--- src/hdl/ni_pkg.sv ---
/*
 * NoC network interface receive package.
 * Shared widths, CSR map, interrupt modes and bus structs.
 */
`default_nettype none

package ni_pkg;

  // ******************************************************************
  // Basic widths.
  // ******************************************************************
  localparam int unsigned NumVirtChn = 3;     // Virtual channels per node.

  typedef logic [31:0] flit_data_t;           // Flit payload.
  typedef logic [7:0]  pkt_size_t;            // Packet length, head included.
  typedef logic [1:0]  vc_id_t;               // Channel index.
  typedef logic [15:0] occup_t;               // Buffer fill level.
  typedef logic [3:0]  coord_t;               // Router X/Y position.
  typedef logic [15:0] csr_addr_t;            // CSR byte address.

  // ******************************************************************
  // CSR map, byte offsets from the window base.
  // ******************************************************************
  localparam csr_addr_t CsrBaseAddr = 16'h1000;

  localparam csr_addr_t NiVersion   = 16'h0000; // RO.
  localparam csr_addr_t RouterX     = 16'h0004; // RO.
  localparam csr_addr_t RouterY     = 16'h0008; // RO.
  localparam csr_addr_t IrqStatus   = 16'h000C; // RO, live irq lines.
  localparam csr_addr_t IrqMux      = 16'h0010; // RW, irq mode.
  localparam csr_addr_t IrqMask     = 16'h0014; // RW, irq mask.
  localparam csr_addr_t TxFull      = 16'h0018; // RO, tx side level.
  localparam csr_addr_t PktSizeBase = 16'h0020; // RO, one word per VC.

  localparam logic [31:0] NiVersionLabel = 32'h4E49_0100; // "NI" v1.0.

  // Interrupt source select.
  typedef enum logic [1:0] {
    IRQ_DEFAULT = 2'd0,  // Not empty.
    IRQ_EMPTY   = 2'd1,  // Not empty, masked.
    IRQ_FULL    = 2'd2,  // Full, masked.
    IRQ_COMP    = 2'd3   // Occupancy threshold.
  } irq_mode_e;

  // ******************************************************************
  // Structs.
  // ******************************************************************
  // Simplified CSR request, one cycle strobe.
  typedef struct packed {
    logic        valid;
    logic        write;   // 1 means write.
    csr_addr_t   addr;
    logic [31:0] wdata;
  } csr_req_t;

  typedef struct packed {
    logic [31:0] rdata;
    logic        error;
  } csr_resp_t;

  typedef struct packed {
    logic [NumVirtChn-1:0] vcs;   // One line per channel.
    logic                  trig;  // Any line.
  } irq_t;

  // Incoming flit; head carries the length in data[7:0].
  typedef struct packed {
    logic       valid;
    logic       head;
    vc_id_t     vc;
    flit_data_t data;
  } flit_t;

  // Per channel buffer status.
  typedef struct packed {
    logic   empty;
    logic   full;
    occup_t occup;
  } vc_stat_t;

endpackage

`default_nettype wire
--- src/hdl/ni_rx_top.sv ---
/*
 * NoC network interface, receive side.
 * Receive FSM, flit counter, per VC buffers and CSR block.
 */
`timescale 1ns/100ps
`default_nettype none

module ni_rx_top #(
  parameter ni_pkg::coord_t ROUTER_X_ID = '0,
  parameter ni_pkg::coord_t ROUTER_Y_ID = '0,
  parameter int unsigned    FIFO_DEPTH  = 4
) (
  input  wire                             clk_axi,
  input  wire                             arst_axi,
  // Router side.
  input  ni_pkg::flit_t                   flit_i,
  output logic [ni_pkg::NumVirtChn-1:0]   rx_ready_o,
  // Processor side.
  input  ni_pkg::csr_req_t                csr_req_i,
  output ni_pkg::csr_resp_t               csr_resp_o,
  input  wire                             rd_pop_i,
  input  ni_pkg::vc_id_t                  rd_vc_i,
  output ni_pkg::flit_data_t              rd_data_o,
  output ni_pkg::irq_t                    irq_o,
  // Transmit side level.
  input  wire                             tx_full_i
);

  import ni_pkg::*;

  logic       [NumVirtChn-1:0] buf_wr, buf_pop, buf_full;
  flit_data_t                  buf_wdata;
  flit_data_t                  buf_rdata [NumVirtChn];
  vc_stat_t   [NumVirtChn-1:0] vc_stat;
  pkt_size_t  [NumVirtChn-1:0] pkt_size;
  logic                        cnt_load, cnt_dec, cnt_last;
  pkt_size_t                   cnt_val;

  // ******************************************************************
  // Receive path.
  // ******************************************************************
  pkt_rx_fsm u_rx_fsm (
    .clk_axi    (clk_axi),
    .arst_axi   (arst_axi),
    .flit_i     (flit_i),
    .full_i     (buf_full),
    .wr_o       (buf_wr),
    .wdata_o    (buf_wdata),
    .cnt_load_o (cnt_load),
    .cnt_val_o  (cnt_val),
    .cnt_dec_o  (cnt_dec),
    .cnt_last_i (cnt_last),
    .pkt_size_o (pkt_size)
  );

  flit_counter u_flit_cnt (
    .clk_axi    (clk_axi),
    .arst_axi   (arst_axi),
    .load_i     (cnt_load),
    .load_val_i (cnt_val),
    .dec_i      (cnt_dec),
    .last_o     (cnt_last)
  );

  for (genvar i = 0; i < NumVirtChn; i++) begin : g_vc
    assign buf_pop[i]    = rd_pop_i && (rd_vc_i == vc_id_t'(i)); // Pop routing.
    assign buf_full[i]   = vc_stat[i].full;
    assign rx_ready_o[i] = !vc_stat[i].full;

    vc_rd_buffer #(
      .FIFO_DEPTH (FIFO_DEPTH)
    ) u_buf (
      .clk_axi  (clk_axi),
      .arst_axi (arst_axi),
      .wr_i     (buf_wr[i]),
      .wdata_i  (buf_wdata),
      .pop_i    (buf_pop[i]),
      .rdata_o  (buf_rdata[i]),
      .stat_o   (vc_stat[i])
    );
  end

  // Head data of the selected channel; unused ids read zero.
  always_comb begin
    rd_data_o = '0;
    for (int i = 0; i < NumVirtChn; i++) begin
      if (rd_vc_i == vc_id_t'(i)) begin
        rd_data_o = buf_rdata[i];
      end
    end
  end

  // ******************************************************************
  // Register block.
  // ******************************************************************
  ni_csr #(
    .ROUTER_X_ID (ROUTER_X_ID),
    .ROUTER_Y_ID (ROUTER_Y_ID)
  ) u_csr (
    .clk_axi    (clk_axi),
    .arst_axi   (arst_axi),
    .csr_req_i  (csr_req_i),
    .csr_resp_o (csr_resp_o),
    .vc_stat_i  (vc_stat),
    .pkt_size_i (pkt_size),
    .tx_full_i  (tx_full_i),
    .irq_o      (irq_o)
  );

endmodule

`default_nettype wire

--- src/hdl/ni_csr.sv ---
/*
 * NI control and status registers.
 * Decodes CSR requests and drives the per channel interrupt lines.
 */
`timescale 1ns/100ps
`default_nettype none

module ni_csr #(
  parameter ni_pkg::coord_t ROUTER_X_ID = '0,
  parameter ni_pkg::coord_t ROUTER_Y_ID = '0
) (
  input  wire                                           clk_axi,
  input  wire                                           arst_axi,
  // CSR access.
  input  ni_pkg::csr_req_t                              csr_req_i,
  output ni_pkg::csr_resp_t                             csr_resp_o,
  // Buffer and packet status.
  input  ni_pkg::vc_stat_t  [ni_pkg::NumVirtChn-1:0]    vc_stat_i,
  input  ni_pkg::pkt_size_t [ni_pkg::NumVirtChn-1:0]    pkt_size_i,
  input  wire                                           tx_full_i,
  // Interrupts.
  output ni_pkg::irq_t                                  irq_o
);

  import ni_pkg::*;

  csr_addr_t   offset;                      // Address inside the window.
  logic        rd_req, wr_req;
  logic        error_rd, error_wr;
  logic [31:0] rd_data;
  logic [31:0] rdata_q;
  logic        error_q;
  irq_mode_e   mode_q, mode_d;
  logic [31:0] mask_q, mask_d;

  assign offset = csr_req_i.addr - CsrBaseAddr;
  assign rd_req = csr_req_i.valid && !csr_req_i.write;
  assign wr_req = csr_req_i.valid &&  csr_req_i.write;

  // Write error is flagged in the request cycle, read error a cycle later.
  assign csr_resp_o.rdata = rdata_q;
  assign csr_resp_o.error = error_q || error_wr;

  // ******************************************************************
  // Write decode.
  // ******************************************************************
  always_comb begin
    error_wr = 1'b0;
    mode_d   = mode_q;
    mask_d   = mask_q;
    if (wr_req) begin
      case (offset)
        IrqMux:  mode_d   = irq_mode_e'(csr_req_i.wdata[1:0]);
        IrqMask: mask_d   = csr_req_i.wdata;
        default: error_wr = 1'b1;   // RO or unmapped.
      endcase
    end
  end

  // ******************************************************************
  // Read decode.
  // ******************************************************************
  always_comb begin
    error_rd = 1'b0;
    rd_data  = rdata_q;             // Hold last value.
    if (rd_req) begin
      case (offset)
        NiVersion: rd_data = NiVersionLabel;
        RouterX:   rd_data = 32'(ROUTER_X_ID);
        RouterY:   rd_data = 32'(ROUTER_Y_ID);
        IrqStatus: rd_data = 32'(irq_o.vcs);
        IrqMux:    rd_data = 32'(mode_q);
        IrqMask:   rd_data = mask_q;
        TxFull:    rd_data = 32'(tx_full_i);
        default: begin
          error_rd = 1'b1;          // Cleared on a packet size hit.
          for (int i = 0; i < NumVirtChn; i++) begin
            if (offset == PktSizeBase + csr_addr_t'(4 * i)) begin
              rd_data  = 32'(pkt_size_i[i]);
              error_rd = 1'b0;
            end
          end
        end
      endcase
    end
  end

  // ******************************************************************
  // Interrupt generation, purely combinational.
  // ******************************************************************
  always_comb begin
    irq_o = '0;
    for (int i = 0; i < NumVirtChn; i++) begin
      case (mode_q)
        IRQ_DEFAULT: irq_o.vcs[i] = !vc_stat_i[i].empty;
        IRQ_EMPTY:   irq_o.vcs[i] = !vc_stat_i[i].empty && mask_q[i];
        IRQ_FULL:    irq_o.vcs[i] =  vc_stat_i[i].full  && mask_q[i];
        IRQ_COMP:    irq_o.vcs[i] = (vc_stat_i[i].occup >= occup_t'(mask_q[15:0]));
        default:     irq_o.vcs[i] = !vc_stat_i[i].empty;
      endcase
    end
    irq_o.trig = |irq_o.vcs;        // Summary line.
  end

  // Response and config registers.
  always_ff @(posedge clk_axi or posedge arst_axi) begin
    if (arst_axi) begin
      rdata_q <= '0;
      error_q <= 1'b0;
      mode_q  <= IRQ_DEFAULT;
      mask_q  <= '1;                // All channels enabled.
    end else begin
      rdata_q <= rd_data;
      error_q <= error_rd;          // Single cycle pulse.
      mode_q  <= mode_d;
      mask_q  <= mask_d;
    end
  end

endmodule

`default_nettype wire

--- src/hdl/pkt_rx_fsm.sv ---
/*
 * Packet receive FSM.
 * Steers flits of one packet at a time into its channel buffer.
 */
`timescale 1ns/100ps
`default_nettype none

module pkt_rx_fsm (
  input  wire                                         clk_axi,
  input  wire                                         arst_axi,
  input  ni_pkg::flit_t                               flit_i,
  input  wire  [ni_pkg::NumVirtChn-1:0]               full_i,
  output logic [ni_pkg::NumVirtChn-1:0]               wr_o,
  output ni_pkg::flit_data_t                          wdata_o,
  // Flit counter control.
  output logic                                        cnt_load_o,
  output ni_pkg::pkt_size_t                           cnt_val_o,
  output logic                                        cnt_dec_o,
  input  wire                                         cnt_last_i,
  // Last complete packet length per channel.
  output ni_pkg::pkt_size_t [ni_pkg::NumVirtChn-1:0]  pkt_size_o
);

  import ni_pkg::*;

  typedef enum logic {
    IDLE = 1'b0,
    BODY = 1'b1
  } rx_state_e;

  rx_state_e             state_q, state_d;
  logic [NumVirtChn-1:0] hd_sel;                 // Head channel, one-hot.
  logic [NumVirtChn-1:0] cur_sel_q;              // Active channel, one-hot.
  pkt_size_t             cur_size_q, head_size;
  logic [NumVirtChn-1:0] size_we;
  pkt_size_t             size_val;
  logic                  head_ok, body_ok, latch_hd;

  // Out of range vc ids decode to no channel, so they are dropped.
  always_comb begin
    for (int i = 0; i < NumVirtChn; i++) begin
      hd_sel[i] = (flit_i.vc == vc_id_t'(i));
    end
  end

  assign head_size = flit_i.data[7:0];
  assign head_ok   = |(hd_sel & ~full_i);        // Room on target VC.
  assign body_ok   = |(cur_sel_q & ~full_i);
  assign wdata_o   = flit_i.data;
  assign cnt_val_o = head_size - pkt_size_t'(1); // Body flits only.

  // ******************************************************************
  // Next state and strobes.
  // ******************************************************************
  always_comb begin
    state_d    = state_q;
    wr_o       = '0;
    cnt_load_o = 1'b0;
    cnt_dec_o  = 1'b0;
    size_we    = '0;
    size_val   = cur_size_q;
    latch_hd   = 1'b0;
    case (state_q)
      IDLE: begin
        // Non-head flits here belong to a dropped packet.
        if (flit_i.valid && flit_i.head && head_ok) begin
          wr_o = hd_sel;
          if (head_size <= pkt_size_t'(1)) begin
            size_we  = hd_sel;                   // Single flit packet.
            size_val = head_size;
          end else begin
            cnt_load_o = 1'b1;
            latch_hd   = 1'b1;
            state_d    = BODY;
          end
        end
      end
      BODY: begin
        if (flit_i.valid && !flit_i.head && body_ok) begin
          wr_o      = cur_sel_q;
          cnt_dec_o = 1'b1;
          if (cnt_last_i) begin
            size_we = cur_sel_q;                 // Tail written.
            state_d = IDLE;
          end
        end
      end
      default: state_d = IDLE;
    endcase
  end

  always_ff @(posedge clk_axi or posedge arst_axi) begin
    if (arst_axi) begin
      state_q    <= IDLE;
      cur_sel_q  <= '0;
      pkt_size_o <= '0;
    end else begin
      state_q <= state_d;
      if (latch_hd) begin
        cur_sel_q <= hd_sel;
      end
      for (int i = 0; i < NumVirtChn; i++) begin
        if (size_we[i]) begin
          pkt_size_o[i] <= size_val;
        end
      end
    end
  end

  // Packet length of the active packet.
  always_ff @(posedge clk_axi) begin
    if (latch_hd) begin
      cur_size_q <= head_size;
    end
  end

endmodule

`default_nettype wire

--- src/hdl/vc_rd_buffer.sv ---
/*
 * Per virtual channel read buffer.
 * First-word-fall-through flit FIFO with status outputs.
 */
`timescale 1ns/100ps
`default_nettype none

module vc_rd_buffer #(
  parameter int unsigned FIFO_DEPTH = 4        // Power of two.
) (
  input  wire                clk_axi,
  input  wire                arst_axi,
  input  wire                wr_i,
  input  ni_pkg::flit_data_t wdata_i,
  input  wire                pop_i,
  output ni_pkg::flit_data_t rdata_o,
  output ni_pkg::vc_stat_t   stat_o
);

  import ni_pkg::*;

  localparam int unsigned PtrW = $clog2(FIFO_DEPTH);
  localparam int unsigned CntW = PtrW + 1;

  flit_data_t      mem [FIFO_DEPTH];            // Storage.
  logic [PtrW-1:0] wr_ptr_q, rd_ptr_q;
  logic [CntW-1:0] cnt_q;
  logic            empty, full;
  logic            do_wr, do_pop;

  assign empty  = (cnt_q == '0);
  assign full   = (cnt_q == CntW'(FIFO_DEPTH));
  assign do_wr  = wr_i  && !full;                // Drop when full.
  assign do_pop = pop_i && !empty;               // Ignore on empty.

  assign rdata_o      = mem[rd_ptr_q];           // Head of queue.
  assign stat_o.empty = empty;
  assign stat_o.full  = full;
  assign stat_o.occup = occup_t'(cnt_q);

  // Pointers and fill count.
  always_ff @(posedge clk_axi or posedge arst_axi) begin
    if (arst_axi) begin
      wr_ptr_q <= '0;
      rd_ptr_q <= '0;
      cnt_q    <= '0;
    end else begin
      if (do_wr) begin
        wr_ptr_q <= wr_ptr_q + PtrW'(1);         // Wraps at depth.
      end
      if (do_pop) begin
        rd_ptr_q <= rd_ptr_q + PtrW'(1);
      end
      case ({do_wr, do_pop})
        2'b10:   cnt_q <= cnt_q + CntW'(1);
        2'b01:   cnt_q <= cnt_q - CntW'(1);
        default: cnt_q <= cnt_q;                 // Idle or both.
      endcase
    end
  end

  // Data array.
  always_ff @(posedge clk_axi) begin
    if (do_wr) begin
      mem[wr_ptr_q] <= wdata_i;
    end
  end

endmodule

`default_nettype wire

--- src/hdl/flit_counter.sv ---
/*
 * Remaining body flit counter for the packet in flight.
 */
`timescale 1ns/100ps
`default_nettype none

module flit_counter (
  input  wire               clk_axi,
  input  wire               arst_axi,
  input  wire               load_i,
  input  ni_pkg::pkt_size_t load_val_i,   // Body flit count.
  input  wire               dec_i,        // Body flit accepted.
  output logic              last_o
);

  import ni_pkg::*;

  pkt_size_t cnt_q;

  assign last_o = (cnt_q == pkt_size_t'(1)); // One body flit left.

  always_ff @(posedge clk_axi or posedge arst_axi) begin
    if (arst_axi) begin
      cnt_q <= '0;
    end else if (load_i) begin
      cnt_q <= load_val_i;                // Load wins.
    end else if (dec_i && cnt_q != '0) begin
      cnt_q <= cnt_q - pkt_size_t'(1);
    end
  end

endmodule

`default_nettype wire

--- config.mk ---
export PLATFORM = sky130hd
export DESIGN_NAME = ni_rx_top
export DESIGN_NICKNAME = d
export VERILOG_FILES = /design/src/hdl/ni_pkg.sv /design/src/hdl/ni_rx_top.sv /design/src/hdl/ni_csr.sv /design/src/hdl/pkt_rx_fsm.sv /design/src/hdl/vc_rd_buffer.sv /design/src/hdl/flit_counter.sv
export SDC_FILE = /design/constraint.sdc
export NUM_CORES = 1
export LEC_CHECK = 0
export ABC_AREA = 0
export ABC_CLOCK_PERIOD_IN_PS = 10100
export CAP_MARGIN = 20
export CORE_UTILIZATION = 34
export CTS_CLUSTER_DIAMETER = 30
export DETAILED_ROUTE_END_ITERATION = 8
export DONT_BUFFER_PORTS = 1
export GPL_TIMING_DRIVEN = 0
export SLEW_MARGIN = 10
export SYNTH_ARGS = -nofsm -noshare
export SYNTH_HDL_FRONTEND = slang
export SYNTH_SLANG_ARGS = --single-unit
export TNS_END_PERCENT = 50
--- constraint.sdc ---
create_clock -name clk_axi -period 10.1 [get_ports clk_axi]
set_input_delay 2.525 -clock clk_axi [delete_from_list [all_inputs] [get_ports clk_axi]]
set_output_delay 2.525 -clock clk_axi [all_outputs]
set_load 0.005 [all_outputs]
==> summary.txt <==
Status
  – Status: finished clean

Timing
  – Setup violators final: 0
  – Count of final hold-check violations: 0
  – Worst-margin pin slew: 1.04 ns
  – Setup TNS: 0 ns
  – Worst rel slew slack: 29.8%
  – Period utilization: 69.7%
  – Final Max Slew Viols: 0
  – Max Fclk: 142 MHz
  – RSZ-0062 raised after global routing: no
  – Final min period: 7.04 ns
  – Worst clock skew: 0.0569 ns

Power
  – Clk network pwr share: 49.6%
  – Sw frac: 25.4%
  – Peak supply drop: 0.000143 V
  – Design Power: 0.00723 W
  – Internal power: 0.00539 W
  – Switch Pwr: 0.00184 W
  – Leakage: 9.51 nW
  – Comb pwr share: 16.2%
  – Power Dens Cells: 273 nW/µm²
  – Seq pwr share: 34.2%

Synth
  – Seq/Total Area, Yosys: 69.7%
  – Post-synth top area share: 55.0%
  – Top cells by area, synth: edfxtp_1 (55%), dfrtp_1 (11%), mux4_2 (10%), dfstp_2 (3.9%), mux2_2 (2.1%)
  – Avg Cell Area, Syn: 16.6 µm²
  – Synth Instances: 1293
  – Distinct cells, synth: 66
  – Synth warn: 0
  – Async S/R FF share, synth: 24.0%
  – Synthesized Nets: 1419
  – Largest area contributor in the netlist: edfxtp_1
  – Number of flops mapped to enable cells by yosys: 392
  – Synthesized flop and latch total: 516
  – Cell area after synthesis: 21400 µm²
  – Most used flip-flop cell after synthesis: edfxtp_1

Placed design
  – GP Congestion: 0.845
  – Post-DP HPWL: 33000 µm
  – # port buffers: 0
  – DP Cell Count: 2143

Global route
  – GRT Util Overall: 16.3%
  – Total grt overflow: 0
  – Initial antenna violation count: 1
  – First-pass GRT wire length: 77400 µm
  – Vias in the first global route: 12.7k
  – Pin count of the biggest net entering global routing: 67

Setup path
  – CP Capture Type: output pin
  – Crit path kind: primary input to output pin
  – R2R Setup Slk: 7.35 ns
  – Crit Path Max Fanout: 10
  – Critical path data required time: 7.58 ns
  – R2R depth: 6
  – Startpoint Class: primary input
  – Reg2reg start: u_rx_fsm.state_q$_DFF_PP0_
  – Critical path arrival: 4.51 ns
  – Reg2reg end: g_vc[0].u_buf.mem[2][15]$_DFFE_PP_

Drt
  – Post-DR wirelength/cell: 22.0 µm
  – Via-to-Cell Ratio: 5.05
  – Final wirelength: 51300 µm
  – Drt first pass iters: 5
  – DRT iter0 DRCs: 724
  – Vias: 11.8k
  – ANT nets after route: 0
  – # DRC: 0

Finish
  – Final core occ: 42.8%
  – Post-layout nets: 1536
  – ANT cells: 0
  – Final Non-Filler Cells: 2335
  – Layout cell share with drive strength beyond 1: 27.1%
  – Area added between synthesis and finish: 23.7%

Floorplan
  – Die Wd: 253 µm
  – Core footprint: 61900 µm²
  – Starting Density: 34.6%
  – Site row count: 91
  – Die ar.: 64000 µm²
  – Die Ht: 253 µm
  – IO Pins: 164

Min path
  – Hold Startpoint: u_csr.rdata_q[20]$_DFFE_PP0P_
  – Hold endpoint: u_csr.rdata_q[20]$_DFFE_PP0P_
  – WHS Path Cells: 2
  – Class of the worst hold path: flop to flop

CTS
  – Sink Count: 516
  – H-tree levels: 3
  – CTS Buffer Depth: 3
  – Root Buffer: clkbuf_16
  – Gates resized, CTS repair: 0
  – # Post-CTS Setup Buffers: 0
  – CTS clk-pin slew, worst paths: 0.04 ns
  – Hold-fix buffers at CTS: 0
  – CTS tree: done
  – Total CTS buffers: 102
  – Clock latency on the worst-skew pair: 0.64 ns

Flow run
  – Max Cap Viol: 0
## stage by stage
stage / hold slack (ns) / worst slack [ns] / area (µm²)
2_1_floorplan: 0.461 / 3.88 / 21400
3_3_place_gp: 0.484 / 2.63 / 22500
3_5_place_dp: 0.487 / 3.08 / 22800
4_1_cts: 0.498 / 3.04 / 26500
5_1_grt: 0.510 / 2.93 / 26500
6_report: 0.493 / 3.06 / 26500
## synth_stat cells (11+ instances only)
library cell,number
and2_1,13
mux2i_1,37
dfstp_2,32
o22ai_1,34
edfxtp_1,392
o21ai_0,26
inv_1,66
nand3_1,33
clkbuf_1,40
nor2_1,42
buf_2,15
a21oi_1,23
dfrtp_1,92
mux4_2,96
xor2_1,13
xnor2_1,16
nand2_1,103
ha_1,31
a31oi_1,11
mux2_2,40
nor3_1,14
## cell type report
cell class	count	area [µm²]
fill	5459	35400
sequential	516	14900
multi-input combinational	650	6010
clock buffer	108	2580
clock inverter	84	1150
tap	837	1050
timing repair buffer	13	268
buffer	61	259
inverter	66	253
## registers in the layout (all words and copies together), names as in the netlist
register and flops:
g_vc.u_buf.mem 384, u_csr.mask_q 32, u_csr.rdata_q 32, u_rx_fsm.pkt_size_o 24, g_vc.u_buf.cnt_q 9, u_flit_cnt.cnt_q 8
u_rx_fsm.cur_size_q 8, g_vc.u_buf.rd_ptr_q 6, g_vc.u_buf.wr_ptr_q 6, u_rx_fsm.cur_sel_q 3, u_csr.mode_q 2, u_csr.error_q 1
u_rx_fsm.state_q 1
## worst max-delay path by stage
stage                       start                                  to  slack (ns)
floorplan           csr_req_i[45]                       csr_resp_o[0]        3.88
global placement         arst_axi  u_rx_fsm.pkt_size_o[3]$_DFFE_PP0P_        2.63
detailed placement     rd_vc_i[1]                        rd_data_o[1]        3.08
CTS                    rd_vc_i[1]                        rd_data_o[4]        3.04
global route           rd_vc_i[1]                        rd_data_o[1]        2.93
finish                 rd_vc_i[1]                        rd_data_o[4]        3.06
## power groups by stage
stage | logic [W] | registers (W) | clock network, W
6_report | 0.00117 | 0.00247 | 0.00359
5_1_grt | 0.00130 | 0.00248 | 0.00374
4_1_cts | 0.00121 | 0.00247 | 0.00364
3_5_place_dp | 0.00120 | 0.00251 | 0
3_3_place_gp | 0.00116 | 0.00250 | 0
2_1_floorplan | 0.000876 | 0.00249 | 0
## layer usage
layer | share of wire, % | global-route usage, % | wire [µm] | vias to the layer above
met2 | 49 | 26.8 | 25200 | 348
met3 | 6.9 | 4.91 | 3560 | 108
met1 | 41 | 20.2 | 21200 | 6080
met5 | 0.025 | 0 | 13 | -
li1 | - | - | - | 5259
met4 | 2.8 | 5.87 | 1440 | 2
## kinds of logic after synthesis
kind of cell | count (synthesis) | share of synthesized area, %
flops | 516 | 69.7
simple gates | 274 | 6.55
mux | 175 | 14.0
compound gates | 138 | 4.09
buf+inv | 127 | 2.37
fa+ha+maj | 34 | 2.09
xor+xnor | 29 | 1.19
## cell usage in the layout, fill, tap and decap left out, drive strengths merged, types with 36 or more instances in the layout
cell	n
dfrtp	92
nand2	103
mux2i	37
clkinv	47
nor2	42
mux2	42
o21ai	36
edfxtp	392
inv	73
clkbuf	148
mux4	96
## critical path, cell delays in order
cell	delay, ns
clkbuf_1	0.53
clkbuf_1	0.78
mux2i_1	0.25
o22ai_1	0.42
Power figures use the tool's default switching activity.
